## src/include/sound_consts.svh

```systemverilog
`ifndef SOUND_CONSTS_SVH
`define SOUND_CONSTS_SVH

// field widths
`define SND_FREQ_W  12
`define SND_LFO_W   10
`define SND_SHIFT_W 3
`define SND_MOD_W   3
`define SND_MIX_W   4

// register index, taken from offset bits 4:2
`define SND_REG_VCO1   3'd0
`define SND_REG_VCO2   3'd1
`define SND_REG_NOISE  3'd2
`define SND_REG_LFO    3'd3
`define SND_REG_DEPTH  3'd4
`define SND_REG_MODSEL 3'd5
`define SND_REG_MIXER  3'd6

`define SND_PRESCALE 4        // clk cycles per synthesis tick

`define AXI_RESP_OKAY 2'b00

`endif

```

## src/hdl/sound_bus_pkg.sv

```systemverilog
`default_nettype none

package sound_bus_pkg;

    typedef logic [15:0] bus_addr_t;  // axi byte address
    typedef logic [31:0] bus_data_t;
    typedef logic [2:0]  reg_idx_t;   // address bits 4:2
    typedef logic [1:0]  resp_t;

    // one transaction at a time, grant held through the response
    typedef enum logic [2:0] {
        IDLE,
        WRITE,
        WRITE_RESP,
        READ,
        READ_RESP
    } arb_state_t;

endpackage

`default_nettype wire

```

## src/hdl/sound_types_pkg.sv

```systemverilog
`default_nettype none
`include "sound_consts.svh"

package sound_types_pkg;

    typedef logic [`SND_FREQ_W-1:0]  freq_t;      // oscillator half-period, in ticks
    typedef logic [`SND_LFO_W-1:0]   lfo_freq_t;  // ticks per lfo step
    typedef logic [`SND_SHIFT_W-1:0] shift_t;     // lfo depth as right shift
    typedef logic [`SND_MOD_W-1:0]   mod_sel_t;   // {noise, vco2, vco1}
    typedef logic [`SND_MIX_W-1:0]   mix_t;       // {lfo, noise, vco2, vco1}
    typedef logic [16:0]             lfsr_t;      // noise shift register

endpackage

`default_nettype wire

```

## src/hdl/axil_arbiter.sv

```systemverilog
`timescale 1ns/100ps
`default_nettype none
`include "sound_consts.svh"

module axil_arbiter (
    input  wire logic                      clk,
    input  wire logic                      rst,
    input  wire logic                      p0_awvalid,
    output logic                           p0_awready,
    input  wire sound_bus_pkg::bus_addr_t  p0_awaddr,
    input  wire logic                      p0_wvalid,
    output logic                           p0_wready,
    input  wire sound_bus_pkg::bus_data_t  p0_wdata,
    input  wire logic [3:0]                p0_wstrb,    // not used, full-word writes
    output logic                           p0_bvalid,
    input  wire logic                      p0_bready,
    output sound_bus_pkg::resp_t           p0_bresp,
    input  wire logic                      p0_arvalid,
    output logic                           p0_arready,
    input  wire sound_bus_pkg::bus_addr_t  p0_araddr,
    output logic                           p0_rvalid,
    input  wire logic                      p0_rready,
    output sound_bus_pkg::bus_data_t       p0_rdata,
    output sound_bus_pkg::resp_t           p0_rresp,
    input  wire logic                      p1_awvalid,
    output logic                           p1_awready,
    input  wire sound_bus_pkg::bus_addr_t  p1_awaddr,
    input  wire logic                      p1_wvalid,
    output logic                           p1_wready,
    input  wire sound_bus_pkg::bus_data_t  p1_wdata,
    input  wire logic [3:0]                p1_wstrb,    // not used, full-word writes
    output logic                           p1_bvalid,
    input  wire logic                      p1_bready,
    output sound_bus_pkg::resp_t           p1_bresp,
    input  wire logic                      p1_arvalid,
    output logic                           p1_arready,
    input  wire sound_bus_pkg::bus_addr_t  p1_araddr,
    output logic                           p1_rvalid,
    input  wire logic                      p1_rready,
    output sound_bus_pkg::bus_data_t       p1_rdata,
    output sound_bus_pkg::resp_t           p1_rresp,
    output logic                           reg_we,
    output logic                           reg_re,
    output sound_bus_pkg::reg_idx_t        reg_idx,
    output sound_bus_pkg::bus_data_t       reg_wdata,
    input  wire sound_bus_pkg::bus_data_t  reg_rdata
);

    sound_bus_pkg::arb_state_t state;
    logic                      last_grant;  // also the owner while not idle
    logic                      p0_wr_req;   // aw and w both present
    logic                      p1_wr_req;
    logic                      p0_req;
    logic                      p1_req;
    logic                      pick;        // winner seen in idle
    logic                      pick_wr;     // winner has a write, goes first
    logic                      bready_g;    // bready of the owner
    logic                      rready_g;
    sound_bus_pkg::bus_data_t  rdata_q;     // R channel payload

    assign p0_wr_req = p0_awvalid && p0_wvalid;
    assign p1_wr_req = p1_awvalid && p1_wvalid;
    assign p0_req    = p0_wr_req || p0_arvalid;
    assign p1_req    = p1_wr_req || p1_arvalid;
    assign pick      = (p0_req && p1_req) ? ~last_grant : p1_req;  // tie goes to other port
    assign pick_wr   = pick ? p1_wr_req : p0_wr_req;
    assign bready_g  = last_grant ? p1_bready : p0_bready;
    assign rready_g  = last_grant ? p1_rready : p0_rready;

    always_ff @(posedge clk) begin
        if (rst) begin
            state      <= sound_bus_pkg::IDLE;
            last_grant <= 1'b1;                  // so port 0 wins the first tie
        end else begin
            case (state)
                sound_bus_pkg::IDLE: begin
                    if (p0_req || p1_req) begin
                        last_grant <= pick;
                        state      <= pick_wr ? sound_bus_pkg::WRITE : sound_bus_pkg::READ;
                    end
                end
                sound_bus_pkg::WRITE:      state <= sound_bus_pkg::WRITE_RESP;
                sound_bus_pkg::WRITE_RESP: if (bready_g) state <= sound_bus_pkg::IDLE;
                sound_bus_pkg::READ:       state <= sound_bus_pkg::READ_RESP;
                sound_bus_pkg::READ_RESP:  if (rready_g) state <= sound_bus_pkg::IDLE;
                default:                   state <= sound_bus_pkg::IDLE;
            endcase
        end
    end

    always_ff @(posedge clk) begin
        if (reg_re) begin
            rdata_q <= reg_rdata;  // held until the R handshake
        end
    end

    // register bus, payload straight from the owner's held channels
    assign reg_we    = state == sound_bus_pkg::WRITE;
    assign reg_re    = state == sound_bus_pkg::READ;
    assign reg_wdata = last_grant ? p1_wdata : p0_wdata;
    assign reg_idx   = last_grant ? (reg_re ? p1_araddr[4:2] : p1_awaddr[4:2])
                                  : (reg_re ? p0_araddr[4:2] : p0_awaddr[4:2]);

    // aw and w accepted together
    assign p0_awready = reg_we && !last_grant;
    assign p0_wready  = p0_awready;
    assign p1_awready = reg_we && last_grant;
    assign p1_wready  = p1_awready;
    assign p0_arready = reg_re && !last_grant;
    assign p1_arready = reg_re && last_grant;

    assign p0_bvalid = (state == sound_bus_pkg::WRITE_RESP) && !last_grant;
    assign p1_bvalid = (state == sound_bus_pkg::WRITE_RESP) && last_grant;
    assign p0_rvalid = (state == sound_bus_pkg::READ_RESP) && !last_grant;
    assign p1_rvalid = (state == sound_bus_pkg::READ_RESP) && last_grant;
    assign p0_rdata  = rdata_q;
    assign p1_rdata  = rdata_q;
    assign p0_bresp  = `AXI_RESP_OKAY;  // no error cases in this window
    assign p1_bresp  = `AXI_RESP_OKAY;
    assign p0_rresp  = `AXI_RESP_OKAY;
    assign p1_rresp  = `AXI_RESP_OKAY;

    // ready only reaches a port that still presents that request
    a_accept_req: assert property (@(posedge clk) disable iff (rst)
        (!p0_awready || p0_wr_req) && (!p0_arready || p0_arvalid)
        && (!p1_awready || p1_wr_req) && (!p1_arready || p1_arvalid));

    a_p0_bhold: assert property (@(posedge clk) disable iff (rst)
        p0_bvalid && !p0_bready |=> p0_bvalid);

    a_p1_bhold: assert property (@(posedge clk) disable iff (rst)
        p1_bvalid && !p1_bready |=> p1_bvalid);

endmodule

`default_nettype wire

```

## src/hdl/sn76477_core.sv

```systemverilog
`timescale 1ns/100ps
`default_nettype none
`include "sound_consts.svh"

module sn76477_core (
    input  wire logic                        clk,
    input  wire logic                        rst,
    input  wire sound_types_pkg::freq_t      vco1_freq,
    input  wire sound_types_pkg::freq_t      vco2_freq,
    input  wire sound_types_pkg::freq_t      noise_freq,
    input  wire sound_types_pkg::lfo_freq_t  lfo_freq,
    input  wire sound_types_pkg::shift_t     lfo_shift,
    input  wire sound_types_pkg::mod_sel_t   mod_sel,
    input  wire sound_types_pkg::mix_t       mixer,
    output logic                             signal_out
);

    localparam int PS_W  = $clog2(`SND_PRESCALE);
    localparam int CNT_W = `SND_FREQ_W + 1;  // room for freq plus full lfo

    logic [PS_W-1:0]         ps_cnt;
    logic                    tick;          // one clk in every SND_PRESCALE
    logic [`SND_LFO_W-1:0]   lfo_div;       // ticks since last lfo step
    logic [`SND_LFO_W-1:0]   lfo;           // triangle value
    logic                    lfo_up;
    logic [`SND_LFO_W-1:0]   lfo_mod;       // lfo scaled by depth
    sound_types_pkg::freq_t  src_freq [3];  // vco1, vco2, noise
    logic [CNT_W-1:0]        src_limit [3];
    logic [CNT_W-1:0]        src_cnt [3];
    logic [2:0]              fire;          // source period elapsed
    logic                    vco1_q;
    logic                    vco2_q;
    sound_types_pkg::lfsr_t  lfsr;
    logic                    tone;          // or of enabled sources

    assign tick = ps_cnt == PS_W'(`SND_PRESCALE - 1);

    always_ff @(posedge clk) begin
        if (rst || tick) begin
            ps_cnt <= '0;
        end else begin
            ps_cnt <= ps_cnt + 1'b1;
        end
    end

    // up/down triangle, turns around at both ends
    always_ff @(posedge clk) begin
        if (rst) begin
            lfo_div <= '0;
            lfo     <= '0;
            lfo_up  <= 1'b1;
        end else if (tick) begin
            if (lfo_div >= lfo_freq) begin
                lfo_div <= '0;
                if (lfo_up ? &lfo : ~|lfo) begin
                    lfo_up <= ~lfo_up;
                    lfo    <= lfo_up ? lfo - 1'b1 : lfo + 1'b1;
                end else begin
                    lfo    <= lfo_up ? lfo + 1'b1 : lfo - 1'b1;
                end
            end else begin
                lfo_div <= lfo_div + 1'b1;
            end
        end
    end

    assign lfo_mod  = lfo >> lfo_shift;
    assign src_freq = '{vco1_freq, vco2_freq, noise_freq};

    // each source fires after freq + 1 + mod ticks
    always_comb begin
        for (int i = 0; i < 3; i++) begin
            src_limit[i] = CNT_W'(src_freq[i]) + (mod_sel[i] ? CNT_W'(lfo_mod) : '0);
            fire[i]      = tick && (src_cnt[i] >= src_limit[i]);  // >= catches a lowered freq
        end
    end

    always_ff @(posedge clk) begin
        if (rst) begin
            for (int i = 0; i < 3; i++) begin
                src_cnt[i] <= '0;
            end
        end else if (tick) begin
            for (int i = 0; i < 3; i++) begin
                src_cnt[i] <= fire[i] ? '0 : src_cnt[i] + 1'b1;
            end
        end
    end

    always_ff @(posedge clk) begin
        if (rst) begin
            vco1_q <= 1'b0;
            vco2_q <= 1'b0;
            lfsr   <= 17'h1;    // any nonzero seed
        end else begin
            if (fire[0]) vco1_q <= ~vco1_q;
            if (fire[1]) vco2_q <= ~vco2_q;
            if (fire[2]) lfsr <= {lfsr[15:0], lfsr[16] ^ lfsr[13]};  // x^17 + x^14 + 1
        end
    end

    assign tone       = |({lfsr[0], vco2_q, vco1_q} & mixer[2:0]);
    assign signal_out = tone && (!mixer[3] || lfo[`SND_LFO_W-1]);  // lfo msb gates

endmodule

`default_nettype wire

```

## src/hdl/sound_io_top.sv

```systemverilog
`timescale 1ns/100ps
`default_nettype none

module sound_io_top (
    input  wire logic                      clk,
    input  wire logic                      rst,
    input  wire logic                      p0_awvalid,  // cpu port
    output logic                           p0_awready,
    input  wire sound_bus_pkg::bus_addr_t  p0_awaddr,
    input  wire logic                      p0_wvalid,
    output logic                           p0_wready,
    input  wire sound_bus_pkg::bus_data_t  p0_wdata,
    input  wire logic [3:0]                p0_wstrb,
    output logic                           p0_bvalid,
    input  wire logic                      p0_bready,
    output sound_bus_pkg::resp_t           p0_bresp,
    input  wire logic                      p0_arvalid,
    output logic                           p0_arready,
    input  wire sound_bus_pkg::bus_addr_t  p0_araddr,
    output logic                           p0_rvalid,
    input  wire logic                      p0_rready,
    output sound_bus_pkg::bus_data_t       p0_rdata,
    output sound_bus_pkg::resp_t           p0_rresp,
    input  wire logic                      p1_awvalid,  // second master
    output logic                           p1_awready,
    input  wire sound_bus_pkg::bus_addr_t  p1_awaddr,
    input  wire logic                      p1_wvalid,
    output logic                           p1_wready,
    input  wire sound_bus_pkg::bus_data_t  p1_wdata,
    input  wire logic [3:0]                p1_wstrb,
    output logic                           p1_bvalid,
    input  wire logic                      p1_bready,
    output sound_bus_pkg::resp_t           p1_bresp,
    input  wire logic                      p1_arvalid,
    output logic                           p1_arready,
    input  wire sound_bus_pkg::bus_addr_t  p1_araddr,
    output logic                           p1_rvalid,
    input  wire logic                      p1_rready,
    output sound_bus_pkg::bus_data_t       p1_rdata,
    output sound_bus_pkg::resp_t           p1_rresp,
    output logic                           signal_out   // one-bit sound
);

    // internal register bus
    logic                       reg_we;
    logic                       reg_re;
    sound_bus_pkg::reg_idx_t    reg_idx;
    sound_bus_pkg::bus_data_t   reg_wdata;
    sound_bus_pkg::bus_data_t   reg_rdata;

    // sound controls into the core
    sound_types_pkg::freq_t     vco1_freq;
    sound_types_pkg::freq_t     vco2_freq;
    sound_types_pkg::freq_t     noise_freq;
    sound_types_pkg::lfo_freq_t lfo_freq;
    sound_types_pkg::shift_t    lfo_shift;
    sound_types_pkg::mod_sel_t  mod_sel;
    sound_types_pkg::mix_t      mixer;

    axil_arbiter u_arbiter (.*);  // ports match by name
    sound_regs   u_regs    (.*);
    sn76477_core u_core    (.*);

endmodule

`default_nettype wire

```

## src/hdl/sound_regs.sv

```systemverilog
`timescale 1ns/100ps
`default_nettype none
`include "sound_consts.svh"

module sound_regs (
    input  wire logic                      clk,
    input  wire logic                      rst,
    input  wire logic                      reg_we,
    input  wire logic                      reg_re,
    input  wire sound_bus_pkg::reg_idx_t   reg_idx,
    input  wire sound_bus_pkg::bus_data_t  reg_wdata,
    output sound_bus_pkg::bus_data_t       reg_rdata,
    output sound_types_pkg::freq_t         vco1_freq,
    output sound_types_pkg::freq_t         vco2_freq,
    output sound_types_pkg::freq_t         noise_freq,
    output sound_types_pkg::lfo_freq_t     lfo_freq,
    output sound_types_pkg::shift_t        lfo_shift,
    output sound_types_pkg::mod_sel_t      mod_sel,    // {noise, vco2, vco1}
    output sound_types_pkg::mix_t          mixer       // {lfo, noise, vco2, vco1}
);

    // write decode, upper data bits dropped
    always_ff @(posedge clk) begin
        if (rst) begin
            vco1_freq  <= '0;
            vco2_freq  <= '0;
            noise_freq <= '0;
            lfo_freq   <= '0;
            lfo_shift  <= '0;
            mod_sel    <= '0;
            mixer      <= '0;  // silent out of reset
        end else if (reg_we) begin
            case (reg_idx)
                `SND_REG_VCO1:   vco1_freq  <= reg_wdata[`SND_FREQ_W-1:0];
                `SND_REG_VCO2:   vco2_freq  <= reg_wdata[`SND_FREQ_W-1:0];
                `SND_REG_NOISE:  noise_freq <= reg_wdata[`SND_FREQ_W-1:0];
                `SND_REG_LFO:    lfo_freq   <= reg_wdata[`SND_LFO_W-1:0];
                `SND_REG_DEPTH:  lfo_shift  <= reg_wdata[`SND_SHIFT_W-1:0];
                `SND_REG_MODSEL: mod_sel    <= reg_wdata[`SND_MOD_W-1:0];
                `SND_REG_MIXER:  mixer      <= reg_wdata[`SND_MIX_W-1:0];
                default: ;                  // index 7 is a hole
            endcase
        end
    end

    // read mux, fields zero-extended
    always_comb begin
        reg_rdata = '0;
        if (reg_re) begin
            case (reg_idx)
                `SND_REG_VCO1:   reg_rdata[`SND_FREQ_W-1:0]  = vco1_freq;
                `SND_REG_VCO2:   reg_rdata[`SND_FREQ_W-1:0]  = vco2_freq;
                `SND_REG_NOISE:  reg_rdata[`SND_FREQ_W-1:0]  = noise_freq;
                `SND_REG_LFO:    reg_rdata[`SND_LFO_W-1:0]   = lfo_freq;
                `SND_REG_DEPTH:  reg_rdata[`SND_SHIFT_W-1:0] = lfo_shift;
                `SND_REG_MODSEL: reg_rdata[`SND_MOD_W-1:0]   = mod_sel;
                `SND_REG_MIXER:  reg_rdata[`SND_MIX_W-1:0]   = mixer;
                default: ;                  // unmapped reads 0
            endcase
        end
    end

    // the arbiter must present a real index with every write
    a_idx_known: assert property (@(posedge clk) disable iff (rst)
        reg_we |-> !$isunknown(reg_idx));

endmodule

`default_nettype wire

```

## config.mk

```make
export PLATFORM = sky130hd
export DESIGN_NAME = sound_io_top
export DESIGN_NICKNAME = d
export VERILOG_FILES = /design/src/hdl/sound_bus_pkg.sv /design/src/hdl/sound_types_pkg.sv /design/src/hdl/axil_arbiter.sv /design/src/hdl/sn76477_core.sv /design/src/hdl/sound_io_top.sv /design/src/hdl/sound_regs.sv
export VERILOG_INCLUDE_DIRS = /design/src /design/src/include
export SDC_FILE = /design/constraint.sdc
export NUM_CORES = 1
export LEC_CHECK = 0
export BUFFER_PORTS_ARGS = -buffer_cell sky130_fd_sc_hd__buf_2
export CAP_MARGIN = 20
export CORE_ASPECT_RATIO = 0.6
export CORE_UTILIZATION = 52
export CTS_BUF_LIST = sky130_fd_sc_hd__clkbuf_2
export DETAILED_ROUTE_END_ITERATION = 8
export PLACE_DENSITY = 0.8
export SLEW_MARGIN = 40
export SYNTH_ARGS = -nofsm -noshare
export SYNTH_HDL_FRONTEND = slang
export SYNTH_SLANG_ARGS = --single-unit
```

## constraint.sdc

```tcl
create_clock -name clk -period 4.5 [get_ports clk]
set_clock_uncertainty 0.05 [all_clocks]
set_input_delay 0.225 -clock clk [delete_from_list [all_inputs] [get_ports clk]]
set_output_delay 0.225 -clock clk [all_outputs]
set_load 0.02 [all_outputs]
```

==> results of run 1 <==
-- layout make-up --
class                      instances  area [um2]
clock buffer                      17        85.1
tap                              273         342
sequential                       153        3580
clock inverter                    14         136
multi-input combinational        928        6950
inverter                          51         191
fill                            1658        7370
timing repair buffer             212        1570
-- synthesized netlist by cell type (9+ instances only) --
cell type | number | area share
inv_1 | 50 | 0.017
buf_2 | 16 | 0.0074
nor2_1 | 151 | 0.052
a21o_1 | 14 | 0.0097
nand3_1 | 28 | 0.013
and2_1 | 26 | 0.015
nand2_1 | 58 | 0.020
xnor2_1 | 31 | 0.025
a21oi_1 | 53 | 0.024
buf_4 | 64 | 0.044
and3_1 | 14 | 0.0081
a211oi_1 | 70 | 0.048
ha_1 | 86 | 0.099
mux2_2 | 11 | 0.011
mux4_2 | 14 | 0.029
edfxtp_1 | 51 | 0.14
nor2b_1 | 28 | 0.016
nand2b_1 | 31 | 0.018
or3_1 | 9 | 0.0052
nand4_1 | 12 | 0.0069
xor2_1 | 34 | 0.027
o21ai_0 | 29 | 0.013
mux2i_1 | 51 | 0.047
dfxtp_1 | 102 | 0.19
clkbuf_1 | 37 | 0.013
nor3_1 | 27 | 0.012
-- metal layers --
metal | wire length [um] | share of wire | global-route usage | vias to the layer above
li1 | - | - | - | 4552
met1 | 13400 | 0.45 | 0.395 | 4605
met2 | 12600 | 0.42 | 0.395 | 445
met3 | 3500 | 0.12 | 0.0902 | 49
met4 | 463 | 0.015 | 0.0737 | 0
met5 | 0 | 0 | 0 | -
-- kinds of logic after synthesis --
kind of cell               after synthesis  synth area share
buffers and inverters                  174            0.0848
DFF                                    153             0.329
adders and majority gates               89             0.105
muxes                                   76            0.0874
AOI/OAI and AO/OA                      229             0.144
and+or+nand+nor                        421             0.197
other                                    1          0.000345
xor gates and xnor gates                65            0.0524
-- state kept, by name (all words and copies together) (netlist names), 4 cells and up --
name                flops
u_arbiter.p0_rdata     12
u_core.lfo             10
u_core.lfo_div         10
u_core.lfsr            17
u_core.src_cnt         39
u_regs.lfo_freq        10
u_regs.mixer            4
u_regs.noise_freq      12
u_regs.vco1_freq       12
u_regs.vco2_freq       12
-- worst max-delay path, delay by kind of cell, from the launching register on --
kind | cells | cell delay, ns
flip-flops | 1 | 0.44
AO/OA/AOI/OAI | 7 | 1.13
buffers and inverters | 5 | 0.83
AND/OR/NAND/NOR | 5 | 1.12
adder cells (fa/ha/maj) | 2 | 0.50
multiplexers | 2 | 0.45
-- repair_timing --
item                                    4_1_cts  5_1_grt
hold endpoints to repair                     61        0
gates cloned                                  2        3
gates resized for setup                      46       78
buffers inserted                              7        9
hold buffers                                 36        0
pin swaps                                    20       35
endpoints found under the setup margin       58       58
-- how the worst max path moves through the flow --
stage | end | startpoint | slack [ns] | depth (start not counted)
final | u_core.lfsr[3]$_SDFFE_PP0P_ | u_regs.lfo_shift[1]$_SDFFE_PP0P_ | -0.07 | 21
after global routing | u_core.lfsr[0]$_SDFFE_PP1P_ | u_regs.lfo_shift[0]$_SDFFE_PP0P_ | -0.23 | 23
after CTS | u_core.src_cnt[0][1]$_SDFFCE_PP0P_ | u_regs.lfo_shift[0]$_SDFFE_PP0P_ | 0.003 | 20
after detailed placement | u_core.lfsr[6]$_SDFFE_PP0P_ | u_regs.lfo_shift[0]$_SDFFE_PP0P_ | -0.19 | 22
after global placement | u_core.src_cnt[0][12]$_SDFFCE_PP0P_ | u_regs.lfo_shift[0]$_SDFFE_PP0P_ | -0.12 | 18
after floorplan | u_core.lfsr[10]$_SDFFE_PP0P_ | u_regs.lfo_shift[1]$_SDFFE_PP0P_ | 0.03 | 22
-- metrics by stage --
step | util | worst slack, ns | instance area [um2] | TNS [ns]
finish | 0.636 | -0.0650 | 12800 | -0.499
global route | 0.636 | -0.229 | 12800 | -9.23
CTS | 0.616 | 0.00295 | 12500 | 0
detailed placement | 0.576 | -0.188 | 11700 | -8.01
global placement | 0.576 | -0.123 | 11700 | -3.62
floorplan | - | 0.0284 | 11000 | 0
-- cell usage in the layout (no fill, tap or decap), types with 6 or more instances in the layout --
cell type        n
nor2_4           9
nor3_1          25
nand4_1         12
mux2i_1         48
nor4_1           6
dlygate4sd3_1   36
and3_1          13
nor2_1         135
clkbuf_2        17
o21ai_1          7
a21oi_2         10
ha_1            81
a21oi_1         43
nand2_1         56
nand2b_1        31
nor2_2           7
dfxtp_1         99
inv_1           48
xor2_1          34
and2_1          23
conb_1          48
mux2_2          10
a31oi_1          7
nor2b_1         22
nand3_1         28
buf_4           82
a21o_1          14
buf_6            8
edfxtp_1        51
o21ai_0         19
xnor2_1         31
mux4_2          14
a211oi_1        56
a211oi_2        14
buf_2           82
or3_1            9
-- power groups by stage --
stage | Clock, uW | Combinational, uW | Sequential (uW)
floorplan | 0 | 759 | 1610
global placement | 0 | 942 | 1660
detailed placement | 0 | 969 | 1660
CTS | 794 | 1060 | 1630
global route | 857 | 1210 | 1650
finish | 797 | 1120 | 1640
==> summary.md, run 1 <==
| Metric | Value |
|---|---|
| Initial antenna violation count | 0 |
| Area growth, synth to finish | 18.3% |
| Die span in x | roughly 190 um |
| Hpwl dp | roughly 21000 um |
| Die Y | between 100 and 150 um |
| Final Max Tran Viols | 0 |
| CP Launch Type | register |
| Worst-Margin Slew | 0.737 ns |
| Final WS setup | -0.0650 ns |
| Peak VDD IR | a little under 300 uV |
| Starting Density | 0.537 |
| Root Buffer | clkbuf_2 |
| Fmax | approximately 0.22 GHz |
| CP max FO | 8 |
| Critical Path Slowest Stage Cell | dfxtp_4 |
| Final antenna-violating net count | 0 |
| Clock sinks | roughly 150 |
| Net Sw Frac | 0.385 |
| Routed len/inst | between 15 and 20 um |
| Pleak | roughly 0.0051 uW |
| Vias in the first global route | 8815 |
| Relative slew margins | 0.505 |
| Part of the Yosys area used for sequential elements | 0.329 |
| Worst Path Arrival | between 5 and 6 ns |
| H-tree levels | 4 |
| DR vias | 9651 |
| N_diodes | 0 |
| Placed Cells | between 1500 and 2000 |
| Share of layout cells above drive strength 1 | 0.239 |
| Final Wtd Congestion | approximately 0.97 |
| Clock latency on the worst-skew pair | approximately 0.85 ns |
| PortBufs | between 80 and 90 |
| Fin nets | 1600 |
| Min-Delay Startpoint | p1_araddr[2] |
| Post-synthesis cell type count | between 70 and 80 |
| Hold EP | u_regs.vco2_freq[2]$_SDFFE_PP0P_ |
| Sw Pwr | ~1400 uW |
| Total gr overflow | 0 |
| TritonCTS clock tree | yes |
| Clock network fraction of total power | 0.224 |
| Failing checks | setup timing |
| Worst path max stage delay | 0.44 ns |
| Hold WS | approximately 0.26 ns |
| Mapped cell area | around 11000 um2 |
| Critical path class | register to register |
| Largest net degree at the start of global routing | 60 |
| First-pass GRT wire length | 45900 um |
| Worst path most repeated cell | buf_4 |
| Reg-to-reg critical path startpoint | u_regs.lfo_shift[1]$_SDFFE_PP0P_ |
| Reg power frac | 0.460 |
| Comb pwr share | 0.316 |
| FF-to-FF path depth | 21 |
| Crit end category | register |
| Pwr Density | 277 nW/um2 |
| Iteration count of the initial detailed-routing pass | 6 |
| RSZ-0062 raised after global routing | true |
| CP required | between 5 and 6 ns |
| Period utilisation layout | 1.01 |
| Max Cap Viol | 0 |
| HP Class | primary input to register |
| Total Power | about 3600 uW |
| DRT iter0 DRCs | 1157 |
| Die area | between 20000 and 25000 um2 |
| Synthesized flop and latch total | roughly 150 |
| Synthesized area per cell | roughly 9.0 um2 |
| Pint | ~2200 uW |
| IO Pins | about 230 |
| Core box area | between 20000 and 25000 um2 |
| Clock transition at the registers of the reported paths | around 0.27 ns |
| Num CTS Buffers | 17 |
| Worst path cell trace | buf_6 > mux2i_2 > buf_4 > o22a_1 > buf_4 > nor2_1 > and2_1 > ha_1 > or3_1 > a311o_1 > a211oi_1 > a311oi_2 > ha_1 > a21o_1 > a211oi_2 > nand2_1 > a21oi_2 > buf_4 > nor3_4 > clkbuf_16 > mux2i_1 |
| Status | finished with violations |
| Minimum clock period | around 4.6 ns |
| Final setup vio count | 21 |
| Post-route insts no fill | about 1600 |
| Vias/cell | a little under 6 |
| Syn Inst Count | 1208 |
| Flop2flop setup slack | -0.07 ns |
| GRT Total Usage | 0.276 |
| Synth Flop Type | dfxtp_1 |
| Total length of routed wires | approximately 30000 um |
| Buffer levels on the longest clock path | 2 |
| Hold Crit Depth | 6 |
| EDFF count, synth | between 50 and 60 |
| YS warnings | 0 |
| Reg2reg end | u_core.lfsr[3]$_SDFFE_PP0P_ |
| Row count | 40 |
| DRC viols | 0 |
| Async SR Flop Fraction | 0 |
| Final hold violation count | 0 |
(Power assumes the default switching activity.)
==> run 2: changes to the inputs <==
- MAX_ROUTING_LAYER: unset -> met4
- RECOVER_POWER: unset -> 25
==> run 2 against run 1 <==
Compared with the run above: the flow still finishes with violations (setup timing); clock power is 8.5% higher; register-to-register slack better by 0.02 ns; combinational power hardly changed; flip-flop and latch count stayed put; via count is 0.26% higher; count of clock-buffer cells in the layout stayed put; utilization is 0.19 points lower; global-route usage is 0.20 points lower; non-clock buffer count is 6 lower; wire length is 0.84% higher; critical path type unchanged; largest cell class unchanged.
==> summary.md, run 2 (synthesis gave the netlist of run 1 again) <==
| Metric | Value |
|---|---|
| Status | finished with violations |
| Failing checks | setup timing |
| Commonest cells after routing, fill and taps aside | nor2_1, dfxtp_1, buf_4, ha_1, buf_2 |
| IO Pins | 231 (unchanged) |
| Row count | 40 (unchanged) |
| Crit end category | register |
| Final antenna-violating net count | 0 (unchanged) |
| Biggest register | u_core.src_cnt |
| Fmax | 0.220 GHz (+0.47%) |
| Reg-to-reg critical path startpoint | u_regs.lfo_shift[0]$_SDFFE_PP0P_ |
| N_diodes | 0 (unchanged) |
| Routed len/inst | 18.4 um (+1.1%) |
| Fin nets | 1594 (-0.38%) |
| Period utilisation layout | 1.01 (-0.00471) |
| Max Cap Viol | 0 (unchanged) |
| Starting Density | 0.537 (unchanged) |
| DRT iter0 DRCs | 1088 (-6.0%) |
| Pwr Density | 282 nW/um2 (+1.8%) |
| Area growth, synth to finish | 17.9% |
| Clock transition at the registers of the reported paths | 0.26 ns (about the same) |
| Initial antenna violation count | 0 (unchanged) |
| Num CTS Buffers | 17 (unchanged) |
| Clock sinks | 153 (unchanged) |
| RSZ-0062 raised after global routing | true |
| Hold Crit Depth | 6 (unchanged) |
| Reg2reg end | u_core.lfsr[5]$_SDFFE_PP0P_ |
| Final setup vio count | 27 (+29%) |
| TritonCTS clock tree | yes |
| Clock latency on the worst-skew pair | 0.78 ns (-0.07 ns) |
| Multi-input logic area | 6970 um2 (+0.27%) |
| Pleak | 0.00506 uW (-1.6%) |
| Largest registers | u_core.src_cnt (39), u_core.lfsr (17) |
| Final hold violation count | 0 (unchanged) |
| Share of layout cells above drive strength 1 | 0.219 (-0.0196) |
| Largest net degree at the start of global routing | 73 (+22%) |
| Buffer levels on the longest clock path | 2 (unchanged) |
| Total length of routed wires | 30200 um (+0.84%) |
| Final Max Tran Viols | 0 (unchanged) |
| DRC viols | 0 (unchanged) |
| Die area | 21500 um2 (unchanged) |
| Hold WS | 0.0632 ns (-0.194 ns) |
| H-tree levels | 4 (unchanged) |
| CP max FO | 9 (+1) |
| FF-to-FF path depth | 24 (+14%) |
| Final Wtd Congestion | 0.988 (+1.4%) |
| Final core occ | 0.634 (-0.00192) |
| Die span in x | 189 um (unchanged) |
| Worst-Margin Slew | 0.845 ns (+0.108 ns) |
| Total gr overflow | 0 (unchanged) |
| Largest register FFs | 39 (unchanged) |
| Peak VDD IR | 290 uV (-0.70%) |
| Hpwl dp | 21200 um (-1.2%) |
| Critical path class | register to register |
| Commonest non-fill, non-tap cell in the layout | nor2_1 |
| CP required | 5.17 ns (-0.08 ns) |
| Flop2flop setup slack | -0.04 ns (+0.02 ns) |
| Root Buffer | clkbuf_2 |
| Reg area | 3580 um2 (about the same) |
| Filler Cell Count | 1655 (-0.18%) |
| Core box area | 20200 um2 (unchanged) |
| CP Launch Type | register |
| HP Class | primary input to register |
| DR vias | 9676 (+0.26%) |
| First-pass GRT wire length | 44700 um (-2.6%) |
| Relative slew margins | 0.433 (-0.0722) |
| GRT Total Usage | 0.274 (-0.00197) |
| Vias/cell | 5.89 (+0.56%) |
| Worst Path Arrival | 5.22 ns (-0.09 ns) |
| Hold EP | u_arbiter.state[1]$_SDFFE_PP0P_ |
| Vias in the first global route | 8507 (-3.5%) |
| PortBufs | 82 (unchanged) |
| Die Y | 114 um (unchanged) |
| Final WS setup | -0.0438 ns (+0.0212 ns) |
| Minimum clock period | 4.54 ns (-0.0212 ns) |
| Min-Delay Startpoint | p0_awvalid |
| Iteration count of the initial detailed-routing pass | 5 (-1) |
==> run 2: area by class of cell <==
class                      instances  area share
sequential                       153       0.280
clock inverter                    15      0.0137
tap                              273      0.0267
clock buffer                      17     0.00664
multi-input combinational        928       0.544
timing repair buffer             206       0.115
inverter                          51      0.0149
==> run 2: worst max path at each step <==
stage,from,to,slack [ns]
final,u_regs.lfo_shift[0]$_SDFFE_PP0P_,u_core.lfsr[5]$_SDFFE_PP0P_,-0.04
after global routing,u_regs.lfo_shift[1]$_SDFFE_PP0P_,u_core.lfsr[11]$_SDFFE_PP0P_,-0.16
after CTS,u_regs.lfo_shift[1]$_SDFFE_PP0P_,u_core.vco2_q$_SDFFE_PP0P_,-0.04
after detailed placement,u_regs.lfo_shift[0]$_SDFFE_PP0P_,u_core.vco2_q$_SDFFE_PP0P_,-0.24
after global placement,u_regs.lfo_shift[0]$_SDFFE_PP0P_,u_core.vco2_q$_SDFFE_PP0P_,-0.17
after floorplan,u_regs.lfo_shift[1]$_SDFFE_PP0P_,u_core.lfsr[10]$_SDFFE_PP0P_,0.03
==> run 2: what timing repair did <==
item / CTS / global route
setup endpoints to repair: 58 / 58
buffers inserted: 1 / 16
endpoints found under the hold margin: 73 / 0
hold buffers: 35 / 0
cloned: 0 / 4
pin swaps: 8 / 34
resized for setup: 25 / 97
==> run 2: critical path, stage by stage (launching register included) <==
cell and delay [ns]:
dfxtp_4 0.42, buf_4 0.14, buf_8 0.13, a211oi_2 0.21
a21oi_2 0.09, mux2i_4 0.21, nor2b_1 0.09, ha_2 0.19
inv_2 0.05, fa_2 0.20, nor2b_1 0.06, o21ai_1 0.12
nand2b_1 0.09, a311o_1 0.37, and2_1 0.18, a311oi_2 0.26
ha_1 0.29, a21o_1 0.19, a211oi_2 0.26, nand2_1 0.10
a21oi_2 0.20, buf_4 0.16, nor3_4 0.06, buf_12 0.19
mux2i_1 0.17
==> run 2: metrics by stage <==
stage | cells | cell area [um2] | TNS [ns] | total power [uW] | worst slack (ns)
after detailed placement | 1555 | 11600 | -9.64 | 2620 | -0.242
after global routing | 1643 | 12800 | -5.88 | 3780 | -0.164
final | 1643 | 12800 | -0.421 | 3610 | -0.0438
after global placement | 1555 | 11600 | -4.92 | 2590 | -0.169
after CTS | 1623 | 12300 | -0.0979 | 3520 | -0.0369
after floorplan | 1255 | 11000 | 0 | 2370 | 0.0284
==> run 2: routing by layer <==
metal,wire length (um),global-route usage,vias up
li1,-,-,4537
met1,14000,0.404,4656
met2,13000,0.378,449
met3,3010,0.0628,34
met4,282,0.0543,0
met5,0,-,-
==> run 2: power by group <==
group / internal, uW / switching (uW)
Clock: 279 / 586
Combinational: 437 / 683
Sequential: 1520 / 106
Total: 2240 / 1370
==> run 3: changes to the inputs <==
- CTS_CLUSTER_SIZE: unset -> 16
- REMOVE_ABC_BUFFERS: unset -> 1
==> run 3 against run 2 <==
Compared with the run above: the flow finishes with violations (capacitance limit, slew limit, setup timing); utilization down 0.64 points; critical path depth down 3; sequential power about the same; hold slack better by 0.18 ns; sequential share of layout area up 0.26 points; final area down 1.0%; wire length down 5.3%; via count down 0.43%; power down 5.5%; setup slack better by 0.041 ns; first-iteration DRC count down 7.4%; largest cell class unchanged; largest power group unchanged.
==> summary.md, run 3 (synthesis gave the netlist of run 1 again) <==
| Metric | Value |
|---|---|
| Fin nets | 1598 (+0.25%) |
| Reg-to-reg critical path startpoint | u_regs.lfo_shift[1]$_SDFFE_PP0P_ |
| Flop2flop setup slack | -0.002 ns (+0.04 ns) |
| Filler Cell Count | 1679 (+1.5%) |
| Critical path class | register to register |
| Die Y | 114 um (unchanged) |
| Clock transition at the registers of the reported paths | 0.25 ns (about the same) |
| Row count | 40 (unchanged) |
| Final Wtd Congestion | 0.989 (about the same) |
| Core box area | 20200 um2 (unchanged) |
| Die span in x | 189 um (unchanged) |
| Final core occ | 0.627 (-0.00643) |
| Hold Crit Depth | 3 (-3) |
| Max Cap Viol | 1 (+1) |
| Total length of routed wires | 28600 um (-5.3%) |
| Final setup vio count | 1 (-96%) |
| Worst path most repeated cell | buf_4 |
| Starting Density | 0.537 (unchanged) |
| Status | finished with violations |
| DRT iter0 DRCs | 1008 (-7.4%) |
| Total gr overflow | 0 (unchanged) |
| HP Class | primary input to register |
| Critical Path Slowest Stage Cell | dfxtp_4 |
| Commonest non-fill, non-tap cell in the layout | nor2_1 |
| Area growth, synth to finish | 16.7% |
| Relative slew margins | -1.00 (-1.44) |
| Largest net degree at the start of global routing | 91 (+25%) |
| Vias in the first global route | 8825 (+3.7%) |
| TritonCTS clock tree | yes |
| Worst Path Arrival | 5.03 ns (-0.19 ns) |
| Num CTS Buffers | 17 (unchanged) |
| Dpl ws | -0.300 ns (-0.0585 ns) |
| DR vias | 9634 (-0.43%) |
| Hpwl dp | 20600 um (-2.9%) |
| CP required | 5.02 ns (-0.15 ns) |
| Pwr Density | 269 nW/um2 (-4.5%) |
| CP Launch Type | register |
| CP top delay family | compound AO/OA/AOI/OAI gates |
| Total Power | 3410 uW (-5.5%) |
| Crit end category | register |
| Vias/cell | 5.85 (-0.74%) |
| Final WS setup | -0.00234 ns (+0.0415 ns) |
| Final Cell Area | 12700 um2 (-1.0%) |
| PortBufs | 82 (unchanged) |
| Routed len/inst | 17.4 um (-5.6%) |
| Clock sinks | 153 (unchanged) |
| Biggest register | u_core.src_cnt |
| Hold EP | u_regs.vco1_freq[10]$_SDFFE_PP0P_ |
| Initial antenna violation count | 1 (+1) |
| Share of layout cells above drive strength 1 | 0.211 (-0.00792) |
| Worst path max stage delay | 0.42 ns (about the same) |
| First-pass GRT wire length | 44300 um (-0.88%) |
| DRC viols | 0 (unchanged) |
| Final Max Tran Viols | 42 (+42) |
| FF-to-FF path depth | 21 (-13%) |
| Final antenna-violating net count | 0 (unchanged) |
| Largest registers | u_core.src_cnt (39), u_core.lfsr (17) |
| Die area | 21500 um2 (unchanged) |
| CP max FO | 6 (-3) |
| Peak VDD IR | 279 uV (-3.6%) |
| Reg2reg end | u_core.src_cnt[0][12]$_SDFFCE_PP0P_ |
| H-tree levels | 4 (unchanged) |
| GRT Total Usage | 0.268 (-0.00554) |
| Fmax | 0.222 GHz (+0.92%) |
| Pleak | 0.00500 uW (-1.2%) |
| Final hold violation count | 0 (unchanged) |
| Worst-Margin Slew | 3.00 ns (+2.16 ns) |
| Iteration count of the initial detailed-routing pass | 6 (+1) |
| Min-Delay Startpoint | rst |
| Period utilisation layout | 1.00 (-0.00922) |
| Buffer levels on the longest clock path | 2 (unchanged) |
| IO Pins | 231 (unchanged) |
| Minimum clock period | 4.50 ns (-0.0415 ns) |
| Commonest cells after routing, fill and taps aside | nor2_1, dfxtp_1, buf_4, ha_1, buf_2 |
| Dpl cell area | 11700 um2 (+0.76%) |
| Largest register FFs | 39 (unchanged) |
| Hold WS | 0.239 ns (+0.176 ns) |
| RSZ-0062 raised after global routing | true |
| Clock latency on the worst-skew pair | 0.82 ns (+0.04 ns) |
| Worst path cell trace | buf_4 > mux2i_1 > buf_4 > a21oi_1 > mux2_4 > nand2_4 > inv_2 > ha_4 > a211oi_2 > o21bai_1 > a221o_1 > a21oi_2 > xor2_1 > ha_1 > and4_1 > buf_4 > o211ai_1 > o21a_2 > o21bai_4 > clkbuf_16 > a211oi_2 |
| CP bufs+invs | 5 (unchanged) |
| Root Buffer | clkbuf_2 |
| Failing checks | capacitance limit, slew limit, setup timing |
[run 3: cell count changes in the layout (fill, tap and decap cells not counted), sizes merged]
cell	previous run	this run
clkinvlp	1	3
dlygate4sd3	35	36
clkinv	3	7
diode	0	1
buf	146	149
bufinv	2	0
inv	60	56
[run 3: layout make-up]
cell class / count / area, um2 / area share
multi-input combinational: 928 / 6890 / 0.543
timing repair buffer: 210 / 1500 / 0.118
inverter: 51 / 191 / 0.0151
clock buffer: 17 / 85.1 / 0.00671
sequential: 153 / 3580 / 0.282
antenna: 1 / 2.50 / 0.000197
tap: 273 / 342 / 0.0269
clock inverter: 15 / 98.8 / 0.00779
[run 3: worst max-delay path by stage]
stage | from | end | slack (ns) | depth (start not counted)
floorplan | u_regs.lfo_shift[1]$_SDFFE_PP0P_ | u_core.lfsr[0]$_SDFFE_PP1P_ | -1.01 | 18
CTS | u_regs.lfo_shift[0]$_SDFFE_PP0P_ | u_core.lfsr[7]$_SDFFE_PP0P_ | -0.004 | 20
global placement | u_regs.lfo_shift[0]$_SDFFE_PP0P_ | u_core.src_cnt[0][2]$_SDFFCE_PP0P_ | -0.13 | 18
global route | u_regs.lfo_shift[0]$_SDFFE_PP0P_ | u_core.src_cnt[0][5]$_SDFFCE_PP0P_ | -0.21 | 20
detailed placement | u_regs.lfo_shift[0]$_SDFFE_PP0P_ | u_core.src_cnt[0][9]$_SDFFCE_PP0P_ | -0.30 | 18
finish | u_regs.lfo_shift[1]$_SDFFE_PP0P_ | u_core.src_cnt[0][12]$_SDFFCE_PP0P_ | -0.002 | 21
[run 3: worst min-delay path, stage by stage]
cell	delay [ns]
dlygate4sd3_1	0.52
buf_4	0.28
a211oi_1	0.07
[run 3: what timing repair did]
item | CTS | global route
resized for setup | 36 | 72
setup endpoints to repair | 58 | 58
hold endpoints to repair | 61 | 0
pin swaps | 10 | 40
hold buffers | 36 | 0
cloned | 0 | 3
setup buffers | 3 | 8
[run 3: layer usage]
metal / track usage / vias to the layer above / wire length, um
met5: - / - / 0
met4: 0.0548 / 0 / 373
met3: 0.0849 / 54 / 2950
met2: 0.392 / 447 / 12500
met1: 0.363 / 4580 / 12900
li1: - / 4553 / -
[run 3: stage by stage]
stage / setup TNS, ns / cells
2_1_floorplan: -18.61 / 1132
3_5_place_dp: -13.82 / 1565
6_report: -0.00234 / 1648
4_1_cts: -0.00458 / 1636
5_1_grt: -5.31 / 1648
3_3_place_gp: -2.77 / 1565
[run 3: report_power, final]
group          internal (uW)  switching (uW)  leakage [uW]
clock network            143             551      0.000112
registers               1520             114       0.00135
logic                    437             647       0.00354
total                   2100            1310       0.00500
